==> config.mk <==
export PLATFORM = sky130hd
export DESIGN_NAME = burst_write_engine
export DESIGN_NICKNAME = d
export VERILOG_FILES = /design/src/native_pkg.sv /design/src/burst_write_engine.sv
export SDC_FILE = /design/constraint.sdc
export NUM_CORES = 1
export LEC_CHECK = 0
export ABC_AREA = 1
export CAP_MARGIN = 10
export CORE_AREA = 2 2 63 65
export CTS_BUF_LIST = sky130_fd_sc_hd__clkbuf_4 sky130_fd_sc_hd__clkbuf_8 sky130_fd_sc_hd__clkbuf_16
export DETAILED_ROUTE_END_ITERATION = 10
export DIE_AREA = 0 0 65 67
export DONT_BUFFER_PORTS = 1
export SYNTH_ARGS = -nofsm -noshare
export SYNTH_HDL_FRONTEND = slang
export SYNTH_SLANG_ARGS = --single-unit
==> constraint.sdc <==
create_clock -name clk_i -period 2.46 [get_ports clk_i]
set_input_delay 0.123 -clock clk_i [delete_from_list [all_inputs] [get_ports clk_i]]
set_output_delay 0.123 -clock clk_i [all_outputs]
set_load 0.01 [all_outputs]
==> src/native_pkg.sv <==
package native_pkg;

   // ====================
   // Default widths
   // ====================

   parameter int DEF_ADDR_W  = 8;   // Word address bits
   parameter int DEF_DATA_W  = 32;
   parameter int DEF_LEN_W   = 4;   // A burst carries len + 1 beats
   parameter int DEF_N_PORTS = 3;

   // ====================
   // Burst sequencing
   // ====================

   typedef enum logic [1:0] {
      IDLE,     // Waiting for a granted read request
      FETCH,    // First memory read in flight
      STREAM    // Returning one word per cycle
   } burst_state_t;

   // Width of a port index, never below one bit
   function automatic int idx_w(input int n);
      int w;
      if (n > 1) begin
         w = $clog2(n);
      end else begin
         w = 1;
      end
      return w;
   endfunction

endpackage

==> src/burst_write_engine.sv <==
`timescale 1ns/1ns

module burst_write_engine #(
   parameter int ADDR_W = native_pkg::DEF_ADDR_W,
   parameter int DATA_W = native_pkg::DEF_DATA_W,
   parameter int LEN_W  = native_pkg::DEF_LEN_W
) (
   input  logic                clk_i,
   input  logic                rst_i,

   input  logic                m_wvalid_i,
   input  logic [ADDR_W-1:0]   m_waddr_i,
   input  logic [DATA_W-1:0]   m_wdata_i,
   input  logic [DATA_W/8-1:0] m_wstrb_i,
   input  logic [LEN_W-1:0]    m_wlen_i,
   output logic                m_wready_o,
   output logic                m_wlast_o,

   output logic                mem_we_o,
   output logic [ADDR_W-1:0]   mem_waddr_o,
   output logic [DATA_W-1:0]   mem_wdata_o,
   output logic [DATA_W/8-1:0] mem_wstrb_o
);

   logic              active_q;   // Set between the first and the last beat
   logic [LEN_W-1:0]  cnt_q;      // Beats already committed
   logic [ADDR_W-1:0] base_q;
   logic [LEN_W-1:0]  beat_cnt;
   logic              transfer;

   // Memory accepts a beat every cycle
   assign m_wready_o = 1'b1;

   assign transfer  = m_wvalid_i && m_wready_o;
   assign beat_cnt  = active_q ? cnt_q : '0;
   assign m_wlast_o = m_wvalid_i && (beat_cnt == m_wlen_i);

   // First beat goes straight to the master's address, later beats count up from base
   always_comb begin
      mem_we_o    = transfer;
      mem_waddr_o = active_q ? base_q + ADDR_W'(cnt_q) : m_waddr_i;
      mem_wdata_o = m_wdata_i;
      mem_wstrb_o = m_wstrb_i;
   end

   always_ff @(posedge clk_i or posedge rst_i) begin
      if (rst_i) begin
         active_q <= 1'b0;
         cnt_q    <= '0;
      end else if (transfer) begin
         if (m_wlast_o) begin
            active_q <= 1'b0;
            cnt_q    <= '0;
         end else begin
            active_q <= 1'b1;
            cnt_q    <= beat_cnt + 1'b1;
         end
      end
   end

   always_ff @(posedge clk_i) begin
      if (transfer && !active_q) begin
         base_q <= m_waddr_i;   // Later request addresses are ignored
      end
   end

endmodule

# Word level (Yosys, flattened, before mapping)

Cells that the tools add are included.

Input bits: 51
Output and inout bits: 47
Bits in registers: 13

Add/sub/neg operators: 2
Eq/ne operators: 1
Reduce and logical (&&, ||, !) cells: 3
Multiplexer cells: 4

Operator list:

| operator                                                      | count |
|---|---|
| 8-bit by 4-bit adder with 8-bit output                        | 1 |
| 4-bit two-way mux                                             | 2 |
| 8-bit two-way mux                                             | 1 |
| 4-bit by 1-bit adder with 4-bit output, second input constant | 1 |
| 4-bit == test                                                 | 1 |
| 1-bit logical AND                                             | 2 |
| 1-bit logical NOT                                             | 1 |
| 1-bit two-way mux                                             | 1 |

# Longest topological paths before layout

Word-level depth: 4
Gate-level depth with buffers: 10
Gate-level depth less buffers: 10

# Least setup slack after synthesis

Ideal clock, no wire load.

Path type: register -> output
Start point: register cnt_q[0]
End point: output port mem_waddr_o[4]
Path buffers: 0
Data arrival time: 1.513 ns
Path slack: 0.824 ns
Cell stages (with the launch flop): 9
Cell sequence: dfrtp_1 -> ha_1 -> inv_1 -> fa_1 -> inv_1 -> nand3_1 -> nand2_1 -> o21ai_0 -> o21ai_0

Longest elaborated chain between the ends: 2

Ends and longest elaborated chain:

| what                                   | RTL line                 | RTL |
|---|---|---|
| start: declaration                     | burst_write_engine.sv:26 | `logic [LEN_W-1:0] cnt_q;` |
| start signal: assignment               | burst_write_engine.sv:56 | `cnt_q <= beat_cnt + 1'b1;` |
| 8-bit by 4-bit adder with 8-bit output | burst_write_engine.sv:41 | `mem_waddr_o = active_q ? base_q + ADDR_W'(cnt_q) : m_waddr_i;` |
| 8-bit two-way mux                      | burst_write_engine.sv:41 |  |
| end: declaration                       | burst_write_engine.sv:20 | `output logic [ADDR_W-1:0] mem_waddr_o,` |

Every way passes these cells.

# Final worst setup path

Ends and elaborated chain as after synthesis.

==> insert_results.sql <==
INSERT INTO impl_metrics (metric_group, metric, value, unit) VALUES
('status', 'run_status', 'finished, final reports clean', ''),
('placement', 'gp_congestion', '0.717', ''),
('cells_and_area', 'drive_gt1_frac', '0.103', ''),
('setup_path', 'rr_worst_depth', '1', ''),
('timing', 'grt_setup_unrepaired', 'no', ''),
('cts', 'clock_tree.buffer_depth', '2', ''),
('synthesis', 'synth_seq_area_share', '0.295', ''),
('placement', 'place.port_buffers', '0', ''),
('cells_and_area', 'diodes_inserted', '0', ''),
('floorplan', 'top_level_i_o_count', '98', ''),
('cells_and_area', 'area_growth', '-7.47', '%'),
('timing', 'final.period_utilization', '0.842', ''),
('setup_path', 'worst_setup_path_end_kind', 'output pin', ''),
('cells_and_area', 'final.fill_count', '393', ''),
('cts', 'tritoncts_num_sinks', '13', ''),
('synthesis', 'ffs_latches_synth', '13', ''),
('floorplan', 'die_y', '67', 'um'),
('timing', 'maxSlewViolCount', '0', ''),
('setup_path', 'critPathMaxFanout', '4', ''),
('timing', 'setup-violations-final', '0', ''),
('synthesis', 'synthesis.area', '1240', 'um2'),
('setup_path', 'worst_path_max_delay_cell', 'sky130_fd_sc_hd__dfrtp_1', ''),
('setup_path', 'timing.critical_path.required', '2340', 'ps'),
('placement', 'post-dp-hpwl', '1600', 'um'),
('power', 'power.density', '639', 'nW/um2'),
('timing', 'timing.final.crit_period', '2070', 'ps'),
('route', 'detail_route.wl_per_cell', '11.3', 'um'),
('global_route', 'vias_in_the_first_global_route', '866', ''),
('floorplan', 'core_region_area', '3610', 'um2'),
('route', 'routed-via-count', '863', ''),
('setup_path', 'critPathTopFamily', 'adder cells', ''),
('synthesis', 'share_of_yosys_cell_area_claimed_by_the_top_area_cell_type', '0.230', ''),
('hold_path', 'timing.hold.worst.class', 'primary input to register', ''),
('cts', 'cts_htree_levels', '1', ''),
('setup_path', 'critical_path_arrival', '1950', 'ps'),
('synthesis', 'syn-instance-count', '171', ''),
('timing', 'final_sum_of_negative_setup_slack', '0', 'ps'),
('setup_path', 'slowest_delay', '390', 'ps'),
('setup_path', 'critical_path.cell_chain', 'ha_1 > inv_1 > fa_1 > inv_1 > nand3_1 > nand2_1 > o21ai_0 > o21ai_0', ''),
('global_route', 'track_usage', '0.109', ''),
('job', 'drv_cap', '0', ''),
('synthesis', 'synth_top_cells_by_area', 'sky130_fd_sc_hd__buf_4, sky130_fd_sc_hd__edfxtp_1, sky130_fd_sc_hd__nand2_1', ''),
('floorplan', 'placementRows', '22', ''),
('setup_path', 'startpoint_types', 'register', ''),
('route', 'drt_first_iter_violations', '18', ''),
('floorplan', 'dieWidth', '65', 'um'),
('synthesis', 'ys_async_sr_fraction', '0.385', ''),
('synthesis', 'synth_fp_nets', '228', ''),
('setup_path', 'crit_path_category', 'register to output pin', ''),
('synthesis', 'synth_top_cell_by_area', 'sky130_fd_sc_hd__buf_4', ''),
('synthesis', 'yosys_warnings', '0', ''),
('synthesis', 'syn_area_per_cell', '7.25', 'um2'),
('timing', 'finalClockSkew', '5.20', 'ps'),
('timing', 'timing_worst_slew_pin_value', '728', 'ps'),
('cells_and_area', 'final_core_utilization', '0.318', ''),
('route', 'final_antenna_net_count', '0', ''),
('power', 'power.static_leakage', '0.000601', 'uW'),
('global_route', 'grt_overflow_total', '0', ''),
('global_route', 'grt_first_pass_wirelength', '3650', 'um'),
('floorplan', 'die_area', '4360', 'um2'),
('synthesis', 'yosys_most_used_dff', 'sky130_fd_sc_hd__edfxtp_1', ''),
('timing', 'clock.fmax', '483', 'MHz'),
('global_route', 'grt_max_degree', '13', ''),
('floorplan', 'start_util', '0.344', ''),
('setup_path', 'critical_path_buf_inv_count', '2', ''),
('route', 'drt_wl_total', '2180', 'um'),
('global_route', 'grt_antenna_before_repair', '0', ''),
('timing', 'slew_headroom', '0.513', ''),
('synthesis', 'synth_edf_count', '8', ''),
('cts', 'clk_transition_reported_paths', '60', 'ps'),
('power', 'vdd_ir_drop_max', '0.300', 'mV'),
('cts', 'clock-root-buffer', 'sky130_fd_sc_hd__clkbuf_8', ''),
('cts', 'cts_made_buffers', '3', ''),
('cts', 'cts_tree', 'yes', ''),
('hold_path', 'worst_hold_path.num_cells', '2', ''),
('cts', 'clkLatencyLatePin', '250', 'ps'),
('route', 'drt_first_pass_iters', '4', ''),
('setup_path', 'cp_num_cells', '8', ''),
('route', 'final_routed_drc_violation_total', '0', ''),
('cells_and_area', 'layout.nets', '203', ''),
('timing', 'hold_viol', '0', ''),
('synthesis', 'yosysUniqueCellTypes', '23', ''),
('route', 'route.detailed.vias_per_inst', '4.47', '');
placed cells by master (no fill, tap or decap), drive strengths merged:
cell	instances
a21oi	4
clkbuf	4
clkinv	1
conb	1
dfrtp	5
dlygate4sd3	10
edfxtp	8
fa	1
ha	5
inv	20
nand2	55
nand3	15
nand4	1
nor2	6
o21ai	7
or2	1
xnor2	1
metal layers:
layer  track usage  routed length [um]  vias up
li1              -                   -      441
met1         0.128                 984      387
met2         0.189                1000       28
met3        0.0186                 160        7
met4        0.0559                  34        0
met5             0                   0        -
area by class of cell:
cell class                 count  area (um2)  area share
timing repair buffer          10         100      0.0872
sequential                    13         365       0.318
inverter                      21        80.1      0.0698
clock buffer                   4        48.8      0.0425
tap                           48        60.1      0.0523
multi-input combinational     97         493       0.430
state kept, by name (all words and copies together) (netlist names):
signal    count
cnt_q         4
active_q      1
base_q        8
kinds of logic (layout without fill, tap and decap cells):
family                     Yosys count  in the layout  share of synthesized area
other                                1              1                    0.00302
DFF                                 13             13                      0.295
and+or+nand+nor                     78             78                      0.273
adders and majority gates            6              6                     0.0666
buffers and inverters               61             35                      0.308
xor gates and xnor gates             1              1                    0.00706
AOI/OAI and AO/OA                   11             11                     0.0474
final timing paths:
check                      slack, ps              to       start
setup / recovery                 390  mem_waddr_o[4]    cnt_q[0]
hold / removal                     8        active_q  m_wvalid_i
setup reg to reg                 880       base_q[0]    active_q
hold reg to reg                  530        cnt_q[2]    cnt_q[2]
max in group asynchronous       2050        active_q       rst_i
min in group asynchronous        240        cnt_q[2]       rst_i
what timing repair did:
action	in CTS	in global routing
resized for setup	0	0
hold buffers	10	0
setup buffers	0	0
hold endpoints to repair	14	0
synthesized netlist by cell type, types with 2 or more instances:
library cell	instances
sky130_fd_sc_hd__nor2_2	2
sky130_fd_sc_hd__buf_4	38
sky130_fd_sc_hd__nand3_1	15
sky130_fd_sc_hd__nand2_1	50
sky130_fd_sc_hd__nand2_2	4
sky130_fd_sc_hd__o21ai_0	6
sky130_fd_sc_hd__inv_1	19
sky130_fd_sc_hd__ha_1	5
sky130_fd_sc_hd__edfxtp_1	8
sky130_fd_sc_hd__nor2_1	4
sky130_fd_sc_hd__dfrtp_1	5
sky130_fd_sc_hd__a21oi_1	4
stage by stage:
step,std cells,total power [uW],cell area (um2),setup slack (ps),hold slack [ps]
after global routing,193,791,1150,252,10.9
after detailed placement,179,518,998,640,-69.2
after global placement,179,515,998,701,-68.8
after floorplan,171,541,1240,824,-98.5
after CTS,193,743,1150,382,0.586
final,193,733,1150,388,7.59
report_power, final:
group / switching (uW) / internal, uW / leakage [uW]
Combinational: 146 / 87.8 / 0.000438
Sequential: 32.6 / 258 / 0.000137
Clock: 83.1 / 126 / 0.0000262
Total: 262 / 471 / 0.000601
(Power assumes the default switching activity.)
