[src/native_pkg.sv]
package native_pkg;

   // ====================
   // Default widths
   // ====================

   parameter int DEF_ADDR_W  = 8;   // Word address bits
   parameter int DEF_DATA_W  = 32;
   parameter int DEF_LEN_W   = 4;   // A burst carries len + 1 beats
   parameter int DEF_N_PORTS = 3;

   // ====================
   // Burst sequencing
   // ====================

   typedef enum logic [1:0] {
      IDLE,     // Waiting for a granted read request
      FETCH,    // First memory read in flight
      STREAM    // Returning one word per cycle
   } burst_state_t;

   // Width of a port index, never below one bit
   function automatic int idx_w(input int n);
      int w;
      if (n > 1) begin
         w = $clog2(n);
      end else begin
         w = 1;
      end
      return w;
   endfunction

endpackage

[src/native_mux.sv]
`timescale 1ns/1ns

module native_mux #(
   parameter int N_PORTS = native_pkg::DEF_N_PORTS,
   parameter int ADDR_W  = native_pkg::DEF_ADDR_W,
   parameter int DATA_W  = native_pkg::DEF_DATA_W,
   parameter int LEN_W   = native_pkg::DEF_LEN_W
) (
   input  logic [N_PORTS-1:0]            s_valid_i,
   input  logic [N_PORTS*ADDR_W-1:0]     s_addr_i,
   input  logic [N_PORTS*DATA_W-1:0]     s_wdata_i,
   input  logic [N_PORTS*(DATA_W/8)-1:0] s_wstrb_i,
   input  logic [N_PORTS*LEN_W-1:0]      s_len_i,
   output logic [N_PORTS-1:0]            s_ready_o,
   output logic [N_PORTS-1:0]            s_last_o,
   output logic [DATA_W-1:0]             s_rdata_o,

   output logic                          m_wvalid_o,
   output logic [ADDR_W-1:0]             m_waddr_o,
   output logic [DATA_W-1:0]             m_wdata_o,
   output logic [DATA_W/8-1:0]           m_wstrb_o,
   output logic [LEN_W-1:0]              m_wlen_o,
   input  logic                          m_wready_i,
   input  logic                          m_wlast_i,

   output logic                          m_rvalid_o,
   output logic [ADDR_W-1:0]             m_raddr_o,
   output logic [LEN_W-1:0]              m_rlen_o,
   input  logic                          m_rready_i,
   input  logic [DATA_W-1:0]             m_rdata_i,
   input  logic                          m_rlast_i,

   input  logic                          clk_i,
   input  logic                          rst_i
);
   import native_pkg::*;

   localparam int STRB_W = DATA_W / 8;
   localparam int IDX_W  = idx_w(N_PORTS);

   logic             w_running_q;   // Write channel holds a grant
   logic [IDX_W-1:0] w_port_q;
   logic             r_running_q;   // Read channel holds a grant
   logic [IDX_W-1:0] r_port_q;

   logic             w_req_valid;
   logic [IDX_W-1:0] w_req;
   logic             r_req_valid;
   logic [IDX_W-1:0] r_req;

   logic             w_done;
   logic             r_done;

   assign w_done = m_wvalid_o && m_wready_i && m_wlast_i;
   assign r_done = m_rvalid_o && m_rready_i && m_rlast_i;

   // ====================
   // Request decode
   // ====================

   // A port finishing its burst this cycle still holds valid, so it is skipped
   always_comb begin
      w_req_valid = 1'b0;
      w_req       = '0;
      r_req_valid = 1'b0;
      r_req       = '0;
      for (int i = 0; i < N_PORTS; i++) begin
         if (s_valid_i[i]) begin
            if (|s_wstrb_i[i*STRB_W +: STRB_W]) begin
               if (!(w_done && w_port_q == IDX_W'(i))) begin
                  w_req_valid = 1'b1;
                  w_req       = IDX_W'(i);   // Later ports overwrite earlier ones
               end
            end else if (!(r_done && r_port_q == IDX_W'(i))) begin
               r_req_valid = 1'b1;
               r_req       = IDX_W'(i);
            end
         end
      end
   end

   always_ff @(posedge clk_i or posedge rst_i) begin
      if (rst_i) begin
         w_running_q <= 1'b0;
         w_port_q    <= '0;
         r_running_q <= 1'b0;
         r_port_q    <= '0;
      end else begin
         if (!w_running_q || w_done) begin
            w_running_q <= w_req_valid;
            if (w_req_valid) begin
               w_port_q <= w_req;
            end
         end
         if (!r_running_q || r_done) begin
            r_running_q <= r_req_valid;
            if (r_req_valid) begin
               r_port_q <= r_req;
            end
         end
      end
   end

   // ====================
   // Channel steering
   // ====================

   always_comb begin
      m_wvalid_o = w_running_q && s_valid_i[w_port_q];
      m_waddr_o  = w_running_q ? s_addr_i[w_port_q*ADDR_W +: ADDR_W] : '0;
      m_wdata_o  = w_running_q ? s_wdata_i[w_port_q*DATA_W +: DATA_W] : '0;
      m_wstrb_o  = w_running_q ? s_wstrb_i[w_port_q*STRB_W +: STRB_W] : '0;
      m_wlen_o   = w_running_q ? s_len_i[w_port_q*LEN_W +: LEN_W] : '0;

      m_rvalid_o = r_running_q && s_valid_i[r_port_q];
      m_raddr_o  = r_running_q ? s_addr_i[r_port_q*ADDR_W +: ADDR_W] : '0;
      m_rlen_o   = r_running_q ? s_len_i[r_port_q*LEN_W +: LEN_W] : '0;
   end

   // Ready and last go back only to the bit of the granted port
   always_comb begin
      for (int i = 0; i < N_PORTS; i++) begin
         s_ready_o[i] = (w_running_q && m_wready_i && w_port_q == IDX_W'(i))
                     || (r_running_q && m_rready_i && r_port_q == IDX_W'(i));
         s_last_o[i]  = (w_running_q && m_wready_i && m_wlast_i && w_port_q == IDX_W'(i))
                     || (r_running_q && m_rready_i && m_rlast_i && r_port_q == IDX_W'(i));
      end
   end

   assign s_rdata_o = m_rdata_i;   // One read channel, so return data is shared

endmodule

[config.mk]
export PLATFORM = sky130hd
export DESIGN_NAME = native_mux
export DESIGN_NICKNAME = d
export VERILOG_FILES = /design/src/native_pkg.sv /design/src/native_mux.sv
export SDC_FILE = /design/constraint.sdc
export NUM_CORES = 1
export LEC_CHECK = 0
export ABC_CLOCK_PERIOD_IN_PS = 2100
export BUFFER_PORTS_ARGS = -buffer_cell sky130_fd_sc_hd__buf_2
export CORE_AREA = 5 5 107 109
export DETAILED_ROUTE_END_ITERATION = 16
export DIE_AREA = 0 0 112 114
export PLACE_DENSITY = 0.61
export SLEW_MARGIN = 0
export SYNTH_ARGS = -nofsm -noshare
export SYNTH_HDL_FRONTEND = slang
export SYNTH_SLANG_ARGS = --single-unit
[constraint.sdc]
create_clock -name clk_i -period 2.1 [get_ports clk_i]
set_input_delay 0.42 -clock clk_i [delete_from_list [all_inputs] [get_ports clk_i]]
set_output_delay 0.42 -clock clk_i [all_outputs]
set_load 0.1 [all_outputs]
=== Word level (Yosys, flattened, before mapping) ===
Index checks and enable logic that the tools add are counted.

* Logic and storage cells: 101
* Output and inout bits: 100
* Register bits after elaboration: 6
* Input bits: 185

* Equal/unequal tests: 4
* Shift-type cells: 6
* Mux-type cells: 40
* $lt $le $gt $ge: 2
* Reduce and logical (&&, ||, !) cells: 45

{| class="wikitable"
|+ Operator list
! cell !! count
|-
| $shiftx A96 B8 Y32 || 1
|-
| $shiftx A24 B6 Y8 || 2
|-
| $shiftx A12 B5 Y4 || 3
|-
| $mux W32 || 1
|-
| $logic_and A1 B1 Y1 || 28
|-
| $mux W1 || 26
|-
| $mux W8 || 2
|-
| $mux W2 || 6
|-
| $mux W4 || 3
|-
| $reduce_or A4 Y1 || 3
|-
| $logic_or A1 B1 Y1 || 8
|-
| $lt A2 B3 Y1 const B || 2
|-
| $bmux W1 S2 || 2
|-
| $eq A2 B1 Y1 const B || 2
|-
| $eq A2 B2 Y1 const B || 2
|-
| $logic_not A2 Y1 || 2
|-
| $reduce_and A2 Y1 || 2
|-
| $logic_not A1 Y1 || 2
|}

=== Logic depth before layout (Yosys ltp) ===
* Depth after elaboration: 16
* Mapped depth: 7
* Depth with buffers taken out: 4

=== Worst setup path after synthesis ===
Ideal clock, no wire load.

* Path kind: reg-to-output
* Start: register r_port_q[1]
* End: output port s_ready_o[0]
* Cell stages (with the launch flop): 4
* Data arrival time: 3.084 ns
* Slack: -1.404 ns
* Path buffers: 2
* Data required time: 1.680 ns
* Cell sequence: dfrtp_1 > buf_2 > buf_1 > o32ai_1

* Word-level cells in the longest chain between the ends: 3

{| class="wikitable"
|+ RTL lines
! what !! RTL line !! RTL
|-
| start, declared || native_mux.sv:44 || <nowiki>logic [IDX_W-1:0] r_port_q;</nowiki>
|-
| start signal, assigned || native_mux.sv:98 || <nowiki>r_port_q <= r_req;</nowiki>
|-
| $logic_not A2 Y1 || native_mux.sv:124 || <nowiki>|| (r_running_q && m_rready_i && r_port_q == IDX_W'(i));</nowiki>
|-
| $logic_and A1 B1 Y1 || native_mux.sv:124 ||
|-
| $logic_or A1 B1 Y1 || native_mux.sv:124 ||
|-
| end, declared || native_mux.sv:14 || <nowiki>output logic [N_PORTS-1:0] s_ready_o,</nowiki>
|}

No other way between the ends.

=== Final worst setup path ===
* Start: register w_port_q[0]
* End: output port m_wstrb_o[2]

* Word-level cells in the longest chain between the ends: 2

{| class="wikitable"
|+ RTL lines
! what !! RTL line !! RTL
|-
| start, declared || native_mux.sv:42 || <nowiki>logic [IDX_W-1:0] w_port_q;</nowiki>
|-
| start signal, assigned || native_mux.sv:92 || <nowiki>w_port_q <= w_req;</nowiki>
|-
| $shiftx A12 B5 Y4 || native_mux.sv:112 || <nowiki>m_wstrb_o = w_running_q ? s_wstrb_i[w_port_q*STRB_W +: STRB_W] : '0;</nowiki>
|-
| $mux W4 || native_mux.sv:112 ||
|-
| end, declared || native_mux.sv:21 || <nowiki>output logic [DATA_W/8-1:0] m_wstrb_o,</nowiki>
|}

No other way between the ends.

==> key figures <==
Global route
  • Met1 usage: 19.3%
  • Initial antenna violation count: 2
  • Top Usage Layer GRT: met2
  • Number of global-route vias before repair: about 3600
  • Largest net degree at the start of global routing: 52
  • M2 GR Usage: between 30 and 40%
  • Global routing usage on met3: 3.71%
  • GRT overflow: 0
  • Total GRT Usage: approximately 17%
  • First-pass GRT wire length: ~18 mm

Worst setup path
  • Buf/Inv on CP: 2
  • Worst setup EP type: output port
  • Worst Setup SP: w_port_q[0]
  • Setup CP Type: flop to output port
  • Crit-path leading delay family: flip-flops
  • CP peak stage delay: roughly 520 ps
  • Worst-path cell chain: nor2b_4, clkbuf_16, nand2_1, o21ai_0, and2_2, buf_12
  • Crit-path max FO: 25
  • Crit path launch type: flop
  • RR Startpoint: r_port_q[0]
  • Worst endpoint required time: between 1500 and 2000 ps
  • CP arrival: 1680 ps
  • Worst path slowest cell: dfrtp_4

Die
  • Chip Width: 112 um
  • # rows: 38
  • IO Pins: 285
  • CORE AREA: about 0.011 sq mm
  • DIE AREA: 0.0128 sq mm
  • Vert. Die Dim: 114 um
  • Initial Utilization: between 20% and 30%

Clock network
  • Clock slew at reported path FFs: approximately 40 ps
  • H-tree depth: 1
  • Clk Latency, worst-skew pair: 230 ps
  • Root Driver: clkbuf_8
  • CTS tree: yes
  • Clock sinks: 6
  • Max clock buf depth: 2
  • Num CTS Buffers: 3

Placed design
  • Hpwl dp: approximately 9.4 mm
  • PortBufs: 220
  • Placer Congestion: 0.859

Yosys
  • Top cell type by total area after synthesis: mux2i_1
  • Number of enable flip-flop cells after synthesis: 0
  • Syn_area_per_cell: around 6.6 sq um
  • Post-Synthesis Cells: about 380
  • Yosys reg bits: 6
  • Area contributors post-synth: mux2i_1 24%, and2_1 13%, buf_4 13%
  • Syn Nets: 569
  • Post-synth cell types: between 40 and 50
  • Top post-synthesis cells by count: 60 x mux2i_1, 57 x nand2_1, 53 x o21ai_0
  • Post-Syn Area: 0.00253 sq mm
  • Most frequent cell after synthesis: mux2i_1
  • Synth Warn #: 0
  • Share of flip-flops with an asynchronous set or reset: 100%
  • Synth top area share: between 20% and 30%
  • Sequential-to-total area share from yosys stat: under 10%
  • Synth Flop Type: dfrtp_1

Route
  • Number of routed nets with antenna violations: 0
  • Vias: about 3400
  • Iteration-0 DRC Markers: approximately 170
  • DR vias/cell: 4.87
  • Pre-antenna DRT Iters: 4
  • Average wire per standard cell: roughly 17 um
  • DRC: 0
  • Routed WL: 11.7 mm

STA
  • WHS: 103 ps
  • Crit path time final: roughly 2100 ps
  • RSZ-0062 raised after global routing: true
  • Count of final hold-check violations: 0
  • Worst clock skew: roughly 0.24 ps
  • # setup viols final: 0
  • Fmax: about 480 MHz
  • Slew HR: ~60%
  • Worst-margin pin slew: approximately 570 ps
  • Period utilization: ~100%
  • Slew Viols, Final: 0

Cells and area
  • P&R area growth vs syn: 94.1%
  • Share of post-route cells with drive strength above 1: between 50 and 60%
  • FILL cells: approximately 1000
  • Final core utilization: between 40% and 50%
  • Fin nets: 750

Min path
  • Min-delay worst type: primary input to async pin

Run
  • Total of max-cap violations: 0

Outcome
  • Status: complete, no violations
## sequential cells by signal, indices dropped and copies added, names as in the netlist
register	flops
r_running_q	1
r_port_q	2
w_running_q	1
w_port_q	2
## path summary, 6_finish.rpt
check                               end  slack [ps]  depth (start not counted)
setup / recovery           m_wstrb_o[2]         0.5                          6
hold / removal              w_running_q         100                          2
setup reg to reg            r_port_q[0]         400                          5
hold reg to reg             r_port_q[0]         670                          2
max in group asynchronous   w_port_q[0]        1770                          2
min in group clk_i          r_port_q[0]         580                          3
## final cells by class
class	instances	area, sq um	share of cell area [%]
repair buffers	238	2330	47.5
diodes	2	5.00	0.102
inverters	5	21.3	0.433
multi-input cells	311	2180	44.3
well taps	140	175	3.57
flip-flops and latches	6	156	3.18
clock buffers	4	45.0	0.917
## repair_timing
item,4_1_cts,5_1_grt
hold buffers,0,0
buffers inserted,0,2
resized for setup,6,21
pin swaps,1,2
setup endpoints to repair,11,62
gates cloned,0,1
## worst register-to-register path, delay by kind of cell, from the launching register on
family          cells  cell delay [ps]
compound gates      2              570
simple gates        2              420
buf+inv             1              180
flops               1              450
## placed cells by master (no fill, tap or decap), types with 3 or more instances in the layout
master	n
mux2i_1	59
a21oi_1	13
o21ai_1	11
and2_2	37
nor4_1	3
nand2_1	57
a22o_1	3
buf_2	152
inv_1	4
o211ai_1	5
and2_4	11
buf_12	71
clkbuf_8	3
nor2_1	15
and2_1	4
o21ai_0	43
nand2b_1	3
buf_4	13
dfrtp_1	3
nor2_4	11
## logic make-up after synthesis
logic type | count (synthesis) | synth area share, %
AOI/OAI and AO/OA | 95 | 22.8
and+or+nand+nor | 156 | 30.5
buffers and inverters | 67 | 17.0
DFF | 6 | 5.93
muxes | 60 | 23.7
## layer usage
layer	part of all wire, %	wire, um
met5	0	0
met4	3.2	379
met3	7.4	865
met2	52	6050
met1	38	4390
## through the flow
stage	instances	TNS, ps	instance area, sq um	worst slack [ps]
final	706	0	4910	0.550
after detailed placement	697	0	4780	165
after global placement	697	0	4780	180
after global routing	706	-2300	4910	-64.7
after CTS	701	-41.3	4840	-10.8
after floorplan	384	-1560	2720	-562
Power is left out: the tool's default activity adds up to more than one toggle a clock period on the data nets, which glitch-free logic cannot reach.
