===== config.mk =====
export PLATFORM = sky130hd
export DESIGN_NAME = burst_read_engine
export DESIGN_NICKNAME = d
export VERILOG_FILES = /design/src/native_pkg.sv /design/src/burst_read_engine.sv
export SDC_FILE = /design/constraint.sdc
export NUM_CORES = 1
export LEC_CHECK = 0
export ABC_AREA = 0
export BUFFER_PORTS_ARGS = -buffer_cell sky130_fd_sc_hd__buf_2
export CAP_MARGIN = 20
export CELL_PAD_IN_SITES_DETAIL_PLACEMENT = 1
export CELL_PAD_IN_SITES_GLOBAL_PLACEMENT = 2
export CORE_AREA = 3 3 68 95
export DETAILED_ROUTE_END_ITERATION = 8
export DIE_AREA = 0 0 71 98
export PLACE_DENSITY = 0.78
export REMOVE_ABC_BUFFERS = 1
export SYNTH_ARGS = -nofsm -noshare
export SYNTH_HDL_FRONTEND = slang
export SYNTH_SLANG_ARGS = --single-unit

===== constraint.sdc =====
create_clock -name clk_i -period 2.3 [get_ports clk_i]
set_input_delay 0.115 -clock clk_i [delete_from_list [all_inputs] [get_ports clk_i]]
set_output_delay 0.115 -clock clk_i [all_outputs]
set_load 0.01 [all_outputs]

===== src/native_pkg.sv =====
package native_pkg;

   // ====================
   // Default widths
   // ====================

   parameter int DEF_ADDR_W  = 8;   // Word address bits
   parameter int DEF_DATA_W  = 32;
   parameter int DEF_LEN_W   = 4;   // A burst carries len + 1 beats
   parameter int DEF_N_PORTS = 3;

   // ====================
   // Burst sequencing
   // ====================

   typedef enum logic [1:0] {
      IDLE,     // Waiting for a granted read request
      FETCH,    // First memory read in flight
      STREAM    // Returning one word per cycle
   } burst_state_t;

   // Width of a port index, never below one bit
   function automatic int idx_w(input int n);
      int w;
      if (n > 1) begin
         w = $clog2(n);
      end else begin
         w = 1;
      end
      return w;
   endfunction

endpackage


===== src/burst_read_engine.sv =====
`timescale 1ns/1ns

module burst_read_engine #(
   parameter int ADDR_W = native_pkg::DEF_ADDR_W,
   parameter int DATA_W = native_pkg::DEF_DATA_W,
   parameter int LEN_W  = native_pkg::DEF_LEN_W
) (
   input  logic              clk_i,
   input  logic              rst_i,

   input  logic              m_rvalid_i,
   input  logic [ADDR_W-1:0] m_raddr_i,
   input  logic [LEN_W-1:0]  m_rlen_i,
   output logic              m_rready_o,
   output logic [DATA_W-1:0] m_rdata_o,
   output logic              m_rlast_o,

   output logic              mem_re_o,
   output logic [ADDR_W-1:0] mem_raddr_o,
   input  logic [DATA_W-1:0] mem_rdata_i
);
   import native_pkg::*;

   burst_state_t      state_q;
   logic [ADDR_W-1:0] addr_q;   // Next word to fetch
   logic [LEN_W-1:0]  len_q;
   logic [LEN_W-1:0]  cnt_q;    // Beats already returned
   logic              beat_done;
   logic              final_beat;

   assign final_beat = (state_q == STREAM) && (cnt_q == len_q);
   assign beat_done  = (state_q == STREAM) && m_rvalid_i;

   // ====================
   // Return path
   // ====================

   always_comb begin
      m_rready_o  = (state_q == STREAM);
      m_rdata_o   = mem_rdata_i;   // Registered memory output lines up with STREAM
      m_rlast_o   = final_beat;
      mem_re_o    = (state_q == FETCH) || (beat_done && !final_beat);
      mem_raddr_o = addr_q;
   end

   // ====================
   // Sequencing
   // ====================

   always_ff @(posedge clk_i or posedge rst_i) begin
      if (rst_i) begin
         state_q <= IDLE;
         cnt_q   <= '0;
      end else begin
         case (state_q)
            IDLE: begin
               if (m_rvalid_i) begin
                  state_q <= FETCH;
                  cnt_q   <= '0;
               end
            end
            FETCH: begin
               state_q <= STREAM;
            end
            STREAM: begin
               if (beat_done) begin
                  if (final_beat) begin
                     state_q <= IDLE;
                  end else begin
                     cnt_q <= cnt_q + 1'b1;
                  end
               end
            end
            default: begin
               state_q <= IDLE;
            end
         endcase
      end
   end

   always_ff @(posedge clk_i) begin
      if (state_q == IDLE && m_rvalid_i) begin
         addr_q <= m_raddr_i;
         len_q  <= m_rlen_i;
      end else if (mem_re_o) begin
         addr_q <= addr_q + ADDR_W'(1);   // Prefetch walks one word ahead
      end
   end

endmodule


Yosys cells after proc, flatten, opt, wreduce, memory -nomap -nowiden
Index checks and enable logic that the tools add are counted.
{"block": "totals", "input_bits": 47, "reg_bits": 18, "elab_cells": 34}
{"block": "op_classes", "eq_ne": 7, "n_addsub": 2, "n_reduce_logical": 11, "muxes": 10}
{"operator": "2-to-1 mux 8 bit", "count": 2}
{"operator": "2-to-1 mux 4 bit", "count": 3}
{"operator": "adder 8 x 1 -> 8 bit (second input constant)", "count": 1}
{"operator": "one-hot mux 4 bit (2 select lines)", "count": 1}
{"operator": "2-to-1 mux 2 bit", "count": 3}
{"operator": "one-hot mux 2 bit (3 select lines)", "count": 1}
{"operator": "adder 4 x 1 -> 4 bit (second input constant)", "count": 1}
{"operator": "== test 4 bit", "count": 1}
{"operator": "logical AND 1 bit", "count": 4}
{"operator": "!= test 2 x 1 -> 1 bit (second input constant)", "count": 2}
{"operator": "!= test 2 bit (second input constant)", "count": 2}
{"operator": "AND reduction 4 bit", "count": 1}
{"operator": "nonzero test 2 bit", "count": 2}
{"operator": "AND reduction 3 bit", "count": 1}
{"operator": "== test 2 x 1 -> 1 bit (second input constant)", "count": 1}
{"operator": "== test 2 bit (second input constant)", "count": 1}
{"operator": "zero test 2 bit", "count": 1}
{"operator": "zero test 1 bit", "count": 1}
{"operator": "logical OR 1 bit", "count": 1}

Depth between registers and ports, before layout
Gate-level depths: netlist of the first run.
{"block": "depth", "ltp_word": 7, "depth_mapped": 5}

Worst setup path before layout of the first run
No wires, ideal clock.
{"block": "synth_path", "path_kind": "reg-to-reg", "startpoint": "register cnt_q[0]", "endpoint": "register addr_q[0], in the netlist mem_raddr_o[0], enable pin", "setup_ns": 0.375, "path_stages_with_launch": 5, "path_buffers": 0, "t_arrival_ns": 1.386, "path_slack_ns": 0.538, "t_required_ns": 1.925, "path_cell_list": "dfrtp_1 xnor2_1 nand4_2 or2b_1 a21oi_1"}
{"block": "synth_between", "elab_chain_len": 6}
{"element": "start, declared", "line_no": "burst_read_engine.sv:27", "source": "logic [LEN_W-1:0] cnt_q;"}
{"element": "start signal, assigned", "line_no": "burst_read_engine.sv:70", "source": "cnt_q <= cnt_q + 1'b1;"}
{"element": "== test 4 bit", "line_no": "burst_read_engine.sv:31", "source": "assign final_beat = (state_q == STREAM) && (cnt_q == len_q);"}
{"element": "logical AND 1 bit", "line_no": "burst_read_engine.sv:31"}
{"element": "zero test 1 bit", "line_no": "burst_read_engine.sv:42", "source": "mem_re_o = (state_q == FETCH) || (beat_done && !final_beat);"}
{"element": "logical AND 1 bit", "line_no": "burst_read_engine.sv:42"}
{"element": "logical OR 1 bit", "line_no": "burst_read_engine.sv:42"}
{"element": "nonzero test 2 bit (no source line)"}
{"element": "end signal, assigned", "line_no": "burst_read_engine.sv:83", "source": "addr_q <= m_raddr_i;"}
{"element": "end signal, assigned", "line_no": "burst_read_engine.sv:86", "source": "addr_q <= addr_q + ADDR_W'(1);"}
{"element": "end, declared", "line_no": "burst_read_engine.sv:25", "source": "logic [ADDR_W-1:0] addr_q;"}
No other way between the ends.
A chain may end at the register's enable or synchronous reset.

Final worst setup path of the first run
{"block": "layout_path", "startpoint": "register cnt_q[1]", "endpoint": "output mem_re_o"}
{"block": "layout_between", "elab_chain_len": 5}
{"element": "== test 4 bit", "line_no": "burst_read_engine.sv:31"}
{"element": "logical AND 1 bit", "line_no": "burst_read_engine.sv:31"}
{"element": "zero test 1 bit", "line_no": "burst_read_engine.sv:42"}
{"element": "logical AND 1 bit", "line_no": "burst_read_engine.sv:42"}
{"element": "logical OR 1 bit", "line_no": "burst_read_engine.sv:42"}
{"element": "end, declared", "line_no": "burst_read_engine.sv:18", "source": "output logic mem_re_o,"}
No other way between the ends.

==> results of run 1 <==
==> sequential cells by signal, indices dropped and copies added, names as in the netlist <==
signal       count
cnt_q            4
len_q            4
mem_raddr_o      8
state_q          2
==> worst max path at each step <==
stage               depth (start not counted)             end  startpoint
CTS                                         5        mem_re_o    cnt_q[1]
detailed placement                          5  mem_raddr_o[6]    cnt_q[1]
floorplan                                   4  mem_raddr_o[0]    cnt_q[0]
global placement                            5  mem_raddr_o[5]    cnt_q[2]
global route                                5        mem_re_o    cnt_q[0]
finish                                      5        mem_re_o    cnt_q[1]
==> where the power goes <==
part / switching [mW] / internal (mW) / leakage, nW
Clock: 0.102 / 0.119 / 0.0231
Combinational: 0.286 / 0.269 / 0.291
Sequential: 0.140 / 0.523 / 0.196
==> repair_timing <==
item / in CTS / in global routing
hold buffers: 1 / 0
gates resized for setup: 0 / 0
endpoints found under the hold margin: 6 / 0
==> kinds of logic after synthesis <==
logic type	share of synthesized area, %
buffers and inverters	22.13
muxes	1.915
xor gates and xnor gates	7.446
and+or+nand+nor	15.53
DFF	43.40
adders and majority gates	2.127
AOI/OAI and AO/OA	7.447
==> worst reg2reg max path: stages (launching register included) <==
cell     delay (ns)
dfrtp_1        0.42
xnor2_1        0.16
nand4_2        0.19
or2b_1         0.24
a21oi_1        0.14
buf_4          0.18
==> layer usage <==
layer / up-vias / GRT usage, %
li1: 359 / -
met1: 361 / 12.75
met2: 65 / 11.51
met3: 6 / 9.269
met4: 2 / 2.026
met5: - / 7.407
==> cell usage in the layout (no fill, tap or decap), types with 3 or more instances in the layout <==
cell / count
buf_2: 25
edfxtp_1: 12
nand2_1: 10
o21ai_0: 9
xnor2_1: 6
dfrtp_1: 6
nand2b_1: 4
xor2_1: 4
nor2_1: 3
and3_1: 3
inv_1: 3
clkbuf_8: 3
==> per-stage QoR <==
| stage | setup WS [ns] | util [%] | power (mW) | area [µm²] |
|---|---|---|---|---|
| 2_1_floorplan | 0.5384 | - | 1.006 | 927.1 |
| 3_3_place_gp | 0.7144 | 20.56 | 1.222 | 1152 |
| 3_5_place_dp | 0.6801 | 20.56 | 1.238 | 1152 |
| 4_1_cts | 0.4959 | 21.54 | 1.475 | 1207 |
| 5_1_grt | 0.3922 | 21.54 | 1.581 | 1207 |
| 6_report | 0.5209 | 21.54 | 1.438 | 1207 |
==> area by class of cell <==
cell class	count	share of cell area, %
multi-input combinational	61	33.58
clock inverter	1	0.3109
clock buffer	3	3.420
tap	68	7.047
sequential	18	42.28
timing repair buffer	28	12.44
inverter	3	0.9326
==> summary.md, run 1 <==
| Metric | Value |
|---|---|
| All-Layer GR Usage | `9.969%` |
| Post-synth ARST share | `33.33%` |
| Met1 WL | `1.387 mm` |
| Slew HR | `78.91%` |
| Final setup fails | `0` |
| Die area | `6958 µm²` |
| Cell row count | `32` |
| Max layer used | `met5` |
| Pins Over Slew Limit | `0` |
| Drt first pass iters | `2` |
| Pin count of the biggest net entering global routing | `16` |
| Hold Path End | `len_q[0]` |
| Via-per-instance ratio | `4.357` |
| Yosys warning count | `0` |
| Number of nets with antenna violations after routing | `0` |
| Setup Buffers After CTS | `0` |
| ANT cells | `0` |
| Setup TNS | `0 ns` |
| Storage element area | `510.5 µm²` |
| Sequential area share after synthesis | `43.40%` |
| Vias in the first global route | `882` |
| Synth top cells by count | `buf_4, edfxtp_1, nand2_1, o21ai_0` |
| Filler Cell Count | `662` |
| Core Area | `5605 µm²` |
| CP Max Fanout | `9` |
| Area share of the largest cell type after synthesis | `30.64%` |
| Final hold violations | `0` |
| Vias | `793` |
| Clk sink count | `18` |
| Initial Utilization | `20.98%` |
| Port Buf Inserts | `25` |
| Post-Place Cells | `177` |
| Max Freq | `0.5621 GHz` |
| H-tree depth | `1` |
| Reg2Reg Depth | `5` |
| RSZ-0062 raised after global routing | `no` |
| Total CTS buffers | `3` |
| Non-filler cells, final | `182` |
| Worst Setup End Kind | `output port` |
| Metal3 WL | `643 µm` |
| Synth area leaders | `edfxtp_1, buf_4, dfrtp_1` |
| Die W | `71 µm` |
| Worst EP arrival | `1.66 ns` |
| HP Start | `m_rlen_i[0]` |
| CP startpoint kind | `flop` |
| Hold depth | `1` |
| Multi-input gate area | `405.4 µm²` |
| EDFF count, synth | `12` |
| Avg Inst Size Synth | `10.14 µm²` |
| Worst Tran Pin Value | `0.3151 ns` |
| Met2 wire length | `1.224 mm` |
| Cell taking the most area after synthesis | `edfxtp_1` |
| Min Tclk post-route | `1.779 ns` |
| First-pass GRT wire length | `5.216 mm` |
| Share of layout cells above drive strength 1 | `31.58%` |
| Fin nets | `164` |
| Initial antenna violation count | `0` |
| FF-to-FF End | `mem_raddr_o[6]` |
| Worst Path Required | `2.18 ns` |
| Max Cap Viol | `0` |
| Worst vdd ir | `384.4 µV` |
| DRT iter0 DRCs | `15` |
| Grt ovf | `0` |
| CTS tree | `done` |
| RR Startpoint | `cnt_q[1]` |
| P_leak | `0.5109 nW` |
| Tcrit/Tclk final | `77.35%` |
| Root buf cell | `clkbuf_8` |
| Top delay family on crit path | `simple AND/OR/NAND/NOR gates` |
| RePlAce Congestion | `0.7065` |
| Fin Hold WS | `0.03598 ns` |
| Clock transition at path regs | `0.06 ns` |
| Syn Std Cell Area | `1176 µm²` |
| Yosys cell types | `30` |
| Critical Path Max Stage Delay | `0.42 ns` |
| Prevailing post-synth register cell | `edfxtp_1` |
| Class of the tightest hold or removal check | `in -> reg` |
| CP bufs+invs | `1` |
| IO Count | `90` |
| # DRC | `0` |
| Routed WL | `3.313 mm` |
| Crit-path cells | `xnor2_1, nand4_2, and3_4, nand2b_1, buf_2` |
| Crit Path Class | `reg -> out` |
| Die Y | `98 µm` |
| Cells after synthesis | `116` |
| Dpl hpwl | `2.621 mm` |
| Clk_skew | `0.001991 ns` |
| Status | `finished, final reports clean` |
| Post-DR wirelength/cell | `18.20 µm` |
| Clock buffer depth | `2` |
| Slowest cell on the critical path | `dfrtp_1` |
| Layout Area Growth over Synthesis | `2.660%` |
| Later-pin clock latency in the skew report | `0.25 ns` |
| Power Density | `1191 nW/µm²` |
| Reg-to-reg setup timing slack | `0.68 ns` |
| Most common cell in the netlist | `buf_4` |
| #FFs+latches synth | `18` |
(Power assumes the default switching activity.)
==> inputs of run 2 (changes only) <==
ABC_AREA = 1   (was 0)
CORE_AREA = 3 3 74 104   (was 3 3 68 95)
DIE_AREA = 0 0 77 107   (was 0 0 71 98)
PLACE_DENSITY = 0.75   (was 0.78)
clock period = 1.4 ns   (was 2.3 ns; I/O delays follow)
==> summary.md, run 2 <==
| Metric | Value |
|---|---|
| Initial antenna violation count | `0 (unchanged)` |
| Share of layout cells above drive strength 1 | `44.77% (was 31.58%)` |
| Synth Area in XOR/XNOR | `3.418% (was 7.447%)` |
| Worst Path Required | `1.33 ns (was 2.18 ns)` |
| #FFs+latches synth | `18 (unchanged)` |
| Prevailing post-synth register cell | `edfxtp_1 (unchanged)` |
| Max Freq | `0.7190 GHz` |
| Clk sink count | `18 (unchanged)` |
| Root buf cell | `clkbuf_8 (unchanged)` |
| Crit Path Class | `reg -> out (unchanged)` |
| Tcrit/Tclk final | `99.35%` |
| ANT cells | `0 (unchanged)` |
| Final setup fails | `0 (unchanged)` |
| Core Area | `6892 µm² (was 5605 µm²)` |
| All-Layer GR Usage | `10.03% (was 9.969%)` |
| Post-synthesis mux area share | `0% (was 1.915%)` |
| Reg power frac | `36.7% (was 46.1%)` |
| P_leak | `0.7530 nW (was 0.5109 nW)` |
| Logic pwr share | `48.9% (was 38.6%)` |
| Sequential area share after synthesis | `39.84% (was 43.40%)` |
| Grt ovf | `0 (unchanged)` |
| Layout Area Growth over Synthesis | `25.98% (was 2.660%)` |
| Simple-Gate Fraction of Synth Area | `26.37% (was 15.53%)` |
| Die Y | `107 µm (was 98 µm)` |
| Clock power share | `14.3% (was 15.3%)` |
| Synth top cells by count | `nand2_1, buf_4, inv_1, edfxtp_1, nand3_1 (was buf_4, edfxtp_1, nand2_1, o21ai_0)` |
| Post-DR wirelength/cell | `15.29 µm (was 18.20 µm)` |
| Clock buffer depth | `2 (unchanged)` |
| Synth area leaders | `edfxtp_1, buf_4, dfrtp_1 (unchanged)` |
| Min Tclk post-route | `1.391 ns` |
| Dpl hpwl | `3.170 mm (was 2.621 mm)` |
| Power, Total | `2.974 mW (was 1.438 mW)` |
| Crit-path cells | `inv_2, nand2_2, nand2_2, nor2_4, nand2_2, nand3_4, nand2_2, buf_6 (was xnor2_1, nand4_2, and3_4, nand2b_1, buf_2)` |
| Initial Utilization | `18.59% (was 20.98%)` |
| Yosys warning count | `0 (unchanged)` |
| Combinational family with the most area after synthesis | `simple AND/OR/NAND/NOR gates (was buffers and inverters)` |
| Critical Path Max Stage Delay | `0.42 ns (about the same)` |
| Cell row count | `36 (was 32)` |
| Clock transition at path regs | `0.07 ns (was 0.06 ns)` |
| Adder-cell share of the synthesized area | `1.953% (was 2.128%)` |
| CP Max Fanout | `4 (was 9)` |
| IO Count | `90 (unchanged)` |
| Largest register FFs | `8 (unchanged)` |
| Status | `finished, final reports clean (unchanged)` |
| RSZ-0062 raised after global routing | `yes (was no)` |
| Slowest cell on the critical path | `dfrtp_1 (unchanged)` |
| Most common cell in the netlist | `nand2_1 (was buf_4)` |
| Worst Tran Pin Value | `0.2596 ns (was 0.3151 ns)` |
| EDFF count, synth | `12 (unchanged)` |
| DRT iter0 DRCs | `33 (was 15)` |
| Sw frac | `39.37% (was 36.69%)` |
| H-tree depth | `1 (unchanged)` |
| Slew HR | `82.68% (was 78.91%)` |
| Most frequent cells in the layout | `nand2_1, buf_2, buf_4 (was buf_2, edfxtp_1, nand2_1)` |
| Vias in the first global route | `1116 (was 882)` |
| Area share of the largest cell type after synthesis | `28.13% (was 30.64%)` |
| Vias | `1031 (was 793)` |
| First-pass GRT wire length | `6.175 mm (was 5.216 mm)` |
| Pins Over Slew Limit | `0 (unchanged)` |
| Filler Cell Count | `807 (was 662)` |
| Yosys cell types | `23 (was 30)` |
| Fin nets | `222 (was 164)` |
| Cells after synthesis | `149 (was 116)` |
| Setup TNS | `0 ns (unchanged)` |
| Number of nets with antenna violations after routing | `0 (unchanged)` |
| CP startpoint kind | `flop (unchanged)` |
| Clk_skew | `0.001152 ns (was 0.001991 ns)` |
| Most common cell on crit path | `nand2_2` |
| Via-per-instance ratio | `3.861 (was 4.357)` |
| Max Cap Viol | `0 (unchanged)` |
| Most common cell after layout, fill and taps aside | `nand2_1 (was buf_2)` |
| Pre-CTS WS | `-0.01965 ns (was 0.6801 ns)` |
| Die area | `8239 µm² (was 6958 µm²)` |
| Compound-Gate Fraction of Synth Area | `3.223% (was 7.447%)` |
| Int Power | `1.803 mW (was 0.9103 mW)` |
| Total CTS buffers | `3 (unchanged)` |
| Class of the tightest hold or removal check | `in -> reg (unchanged)` |
| CTS tree | `done (unchanged)` |
| Post-route worst setup slack | `0.009142 ns (was 0.5209 ns)` |
| Net Switching | `1.171 mW (was 0.5276 mW)` |
| Later-pin clock latency in the skew report | `0.25 ns (about the same)` |
| Drt first pass iters | `2 (unchanged)` |
| Routed WL | `4.082 mm (was 3.313 mm)` |
| Worst vdd ir | `732.2 µV (was 384.4 µV)` |
| # DRC | `0 (unchanged)` |
| Worst Setup End Kind | `output port (unchanged)` |
| RePlAce Congestion | `0.7751 (was 0.7065)` |
| Final hold violations | `0 (unchanged)` |
| Pin count of the biggest net entering global routing | `14 (was 16)` |
| Worst EP arrival | `1.32 ns (was 1.66 ns)` |
| Port Buf Inserts | `25 (unchanged)` |
| Die W | `77 µm (was 71 µm)` |
| Post-synth ARST share | `33.33% (unchanged)` |
| Avg Inst Size Synth | `8.599 µm² (was 10.14 µm²)` |
| Syn Std Cell Area | `1281 µm² (was 1176 µm²)` |
| Power Density | `1843 nW/µm² (was 1191 nW/µm²)` |
| Cell taking the most area after synthesis | `edfxtp_1 (unchanged)` |
==> run 2: cell count changes after synthesis, moves of 3 or more <==
cell,before,now
nand3_1,2,9
o21ai_1,0,4
inv_2,0,3
and3_1,3,0
nor2_1,3,6
nand2b_1,4,0
xnor2_1,6,2
o21ai_0,9,0
nand2_2,0,4
nand2_1,10,35
inv_1,3,16
nand4_1,1,4
nor2_4,0,3
==> run 2: power groups by stage <==
| stage | clock network, mW | registers (mW) | logic, mW |
|---|---|---|---|
| global placement | 0 | 1.08 | 1.19 |
| detailed placement | 0 | 1.10 | 1.21 |
| floorplan | 0 | 1.11 | 0.665 |
| global route | 0.466 | 1.12 | 1.62 |
| CTS | 0.450 | 1.09 | 1.40 |
| finish | 0.426 | 1.09 | 1.46 |
==> run 2: worst paths after layout <==
path                             endpoint    startpoint  cells past startpoint  slack [ns]
max in group asynchronous        cnt_q[2]         rst_i                      3        0.91
min in group asynchronous        cnt_q[3]         rst_i                      3        0.29
min                        mem_raddr_o[1]  m_raddr_i[1]                      3        0.09
max reg2reg                mem_raddr_o[3]      cnt_q[0]                      8        0.02
max                              mem_re_o      cnt_q[0]                      8       0.009
min reg2reg                      cnt_q[3]      cnt_q[3]                      2        0.56
==> run 2: through the flow <==
step                area [µm²]  utilization, %  hold slack [ns]  instances
floorplan                 1030               -          -0.1390        116
detailed placement        1356           19.68          0.03005        247
finish                    1614           23.42          0.08698        267
CTS                       1545           22.42        0.0006438        264
global route              1614           23.42          0.09663        267
global placement          1356           19.68          0.02345        247
==> run 2: layout make-up <==
cell class              instances  area (µm²)  share of cell area [%]
clock buffers                   4       55.05                   3.411
inverters                      19       71.32                   4.419
multi-input cells              79       490.5                   30.39
flip-flops and latches         18       510.5                   31.63
well taps                      95       118.9                   7.364
repair buffers                 52       367.9                   22.79
==> run 2: cells by family after synthesis <==
| kind of cell | after synthesis |
|---|---|
| simple gates | 65 |
| xor+xnor | 5 |
| fa+ha+maj | 2 |
| flops | 18 |
| compound gates | 7 |
| buf+inv | 52 |
==> run 2: routing by layer <==
layer / track usage, % / vias to the layer above / part of all wire, % / wire length, µm
li1: - / 483 / - / -
met1: 11.17 / 490 / 40 / 1614
met2: 15.02 / 56 / 45 / 1840
met3: 7.311 / 2 / 15 / 600
met4: 3.053 / 0 / 0.64 / 26
met5: 0 / - / 0 / 0
==> run 2: timing repair <==
item,CTS,global route
gates cloned,0,0
hold buffers,4,1
setup endpoints to repair,10,14
buffers inserted,9,3
pin swaps,8,5
endpoints found under the hold margin,9,1
resized for setup,8,12
==> run 2: critical path, delay by kind of cell, from the launching register on <==
family / cells / cell delay (ns)
flip-flops: 1 / 0.42
buffers and inverters: 2 / 0.20
AND/OR/NAND/NOR: 6 / 0.46
==> inputs of run 3 (changes only) <==
BUFFER_PORTS_ARGS = not set   (was -buffer_cell sky130_fd_sc_hd__buf_2)
CORE_AREA = 3 3 61 85   (was 3 3 74 104)
DIE_AREA = 0 0 64 88   (was 0 0 77 107)
DONT_BUFFER_PORTS = 1   (was not set)
PLACE_DENSITY = 0.73   (was 0.75)
==> summary.md, run 3 (synthesized netlist as in run 2, its figures left out) <==
| Metric | Value |
|---|---|
| Status | `finished, final reports clean (unchanged)` |
| ANT cells | `0 (unchanged)` |
| Cell row count | `29 (was 36)` |
| Routed WL | `3.857 mm (was 4.082 mm)` |
| CTS tree | `done (unchanged)` |
| All-Layer GR Usage | `14.36% (was 10.03%)` |
| Via-per-instance ratio | `4.643 (was 3.861)` |
| Number of nets with antenna violations after routing | `0 (unchanged)` |
| Power Density | `2030 nW/µm² (was 1843 nW/µm²)` |
| Slew HR | `79.69% (was 82.68%)` |
| Fin nets | `196 (was 222)` |
| Grt ovf | `0 (unchanged)` |
| First-pass GRT wire length | `5.865 mm (was 6.175 mm)` |
| Worst Path Required | `1.33 ns (about the same)` |
| Share of layout cells above drive strength 1 | `35.17% (was 44.77%)` |
| Dpl hpwl | `3.101 mm (was 3.170 mm)` |
| Worst vdd ir | `889.5 µV (was 732.2 µV)` |
| Most frequent cells in the layout | `nand2_1, buf_4, inv_1 (was nand2_1, buf_2, buf_4)` |
| Core Area | `4536 µm² (was 6892 µm²)` |
| H-tree depth | `1 (unchanged)` |
| CP startpoint kind | `flop (unchanged)` |
| Clk sink count | `18 (unchanged)` |
| Total CTS buffers | `3 (unchanged)` |
| Port Buf Inserts | `0 (was 25)` |
| Vias | `961 (was 1031)` |
| Post-DR wirelength/cell | `18.63 µm (was 15.29 µm)` |
| Worst Tran Pin Value | `0.3047 ns (was 0.2596 ns)` |
| Die Y | `88 µm (was 107 µm)` |
| Most common cell after layout, fill and taps aside | `nand2_1 (unchanged)` |
| Min Tclk post-route | `1.344 ns (was 1.391 ns)` |
| Clk_skew | `0.001723 ns (was 0.001152 ns)` |
| Final setup fails | `0 (unchanged)` |
| Layout Area Growth over Synthesis | `9.571% (was 25.98%)` |
| RSZ-0062 raised after global routing | `yes (unchanged)` |
| Max Freq | `0.7440 GHz (was 0.7190 GHz)` |
| Pin count of the biggest net entering global routing | `14 (unchanged)` |
| RePlAce Congestion | `0.7374 (was 0.7751)` |
| CP Max Fanout | `4 (unchanged)` |
| IO Count | `90 (unchanged)` |
| Pins Over Slew Limit | `0 (unchanged)` |
| DRT iter0 DRCs | `12 (was 33)` |
| Die area | `5632 µm² (was 8239 µm²)` |
| Final hold violations | `0 (unchanged)` |
| Clock buffer depth | `2 (unchanged)` |
| Root buf cell | `clkbuf_8 (unchanged)` |
| Die W | `64 µm (was 77 µm)` |
| # DRC | `0 (unchanged)` |
| Power, Total | `2.850 mW (was 2.974 mW)` |
| Later-pin clock latency in the skew report | `0.25 ns (about the same)` |
| Initial Utilization | `28.25% (was 18.59%)` |
| Vias in the first global route | `1052 (was 1116)` |
| Tcrit/Tclk final | `96.01% (was 99.35%)` |
| Post-route worst setup slack | `0.05586 ns (was 0.009142 ns)` |
| Pre-CTS WS | `-0.007136 ns (was -0.01965 ns)` |
| Largest register FFs | `8 (unchanged)` |
| Drt first pass iters | `2 (unchanged)` |
| Worst Setup End Kind | `output port (unchanged)` |
| Clock transition at path regs | `0.07 ns (about the same)` |
| Worst EP arrival | `1.27 ns (was 1.32 ns)` |
| Class of the tightest hold or removal check | `in -> reg (unchanged)` |
| P_leak | `0.6396 nW (was 0.7530 nW)` |
| Initial antenna violation count | `0 (unchanged)` |
| Max Cap Viol | `0 (unchanged)` |
| Crit Path Class | `reg -> out (unchanged)` |
## run 3: path summary, 6_finish.rpt
kind | start | endpoint | slack (ns) | cells past startpoint
worst max-delay path | cnt_q[0] | mem_re_o | 0.06 | 8
worst min-delay path | m_raddr_i[1] | mem_raddr_o[1] | 0.01 | 2
worst max register to register | mem_raddr_o[1] | mem_raddr_o[6] | 0.07 | 6
worst min register to register | cnt_q[3] | cnt_q[3] | 0.54 | 2
max in group asynchronous | rst_i | state_q[0] | 0.97 | 2
min in group asynchronous | rst_i | cnt_q[0] | 0.19 | 2
## run 3: where the power goes
group / switching, mW / total [mW] / internal (mW)
sequential: 0.262 / 1.13 / 0.867
clock: 0.179 / 0.371 / 0.191
combinational: 0.716 / 1.35 / 0.635
total: 1.16 / 2.85 / 1.69
## run 3: critical path, cell delays in order, from the launching register on
cell and delay (ns):
dfrtp_1 0.42, inv_2 0.07, nand2_1 0.05, nand2_2 0.07, nor2_4 0.04, nand2_2 0.08
nand3_2 0.08, buf_4 0.15, nand2_4 0.06
## run 3: layer usage
layer / share of wire, % / vias up / GRT usage (%)
met2: 44 / 63 / 20.32
met5: 0 / - / 1.786
met4: 0.49 / 0 / 2.947
met3: 16 / 4 / 11.81
li1: - / 437 / -
met1: 40 / 457 / 16.64
## run 3: metrics by stage
stage	util [%]	hold WS, ns	area (µm²)	TNS, ns	cells
floorplan	-	-0.1390	1030	-0.5632	116
global placement	27.34	-0.08319	1240	0	194
detailed placement	27.34	-0.08036	1240	-0.007136	194
CTS	29.52	0.001326	1339	0	202
global route	30.95	0.02376	1404	-0.06587	207
finish	30.95	0.01122	1404	0	207
## run 3: cell type report
class,count,area (µm²)
fill,530,3132
sequential,18,513.0
multi-input combinational,79,480.5
timing repair buffer,26,220.2
tap,62,77.57
inverter,19,71.32
clock buffer,3,41.29
## run 3: repair_timing
item,in CTS,in global routing
endpoints found under the hold margin,10,0
endpoints found under the setup margin,2,12
gates cloned,0,0
hold buffers,5,0
resized for setup,3,10
pin swaps,0,4
buffers inserted,0,5
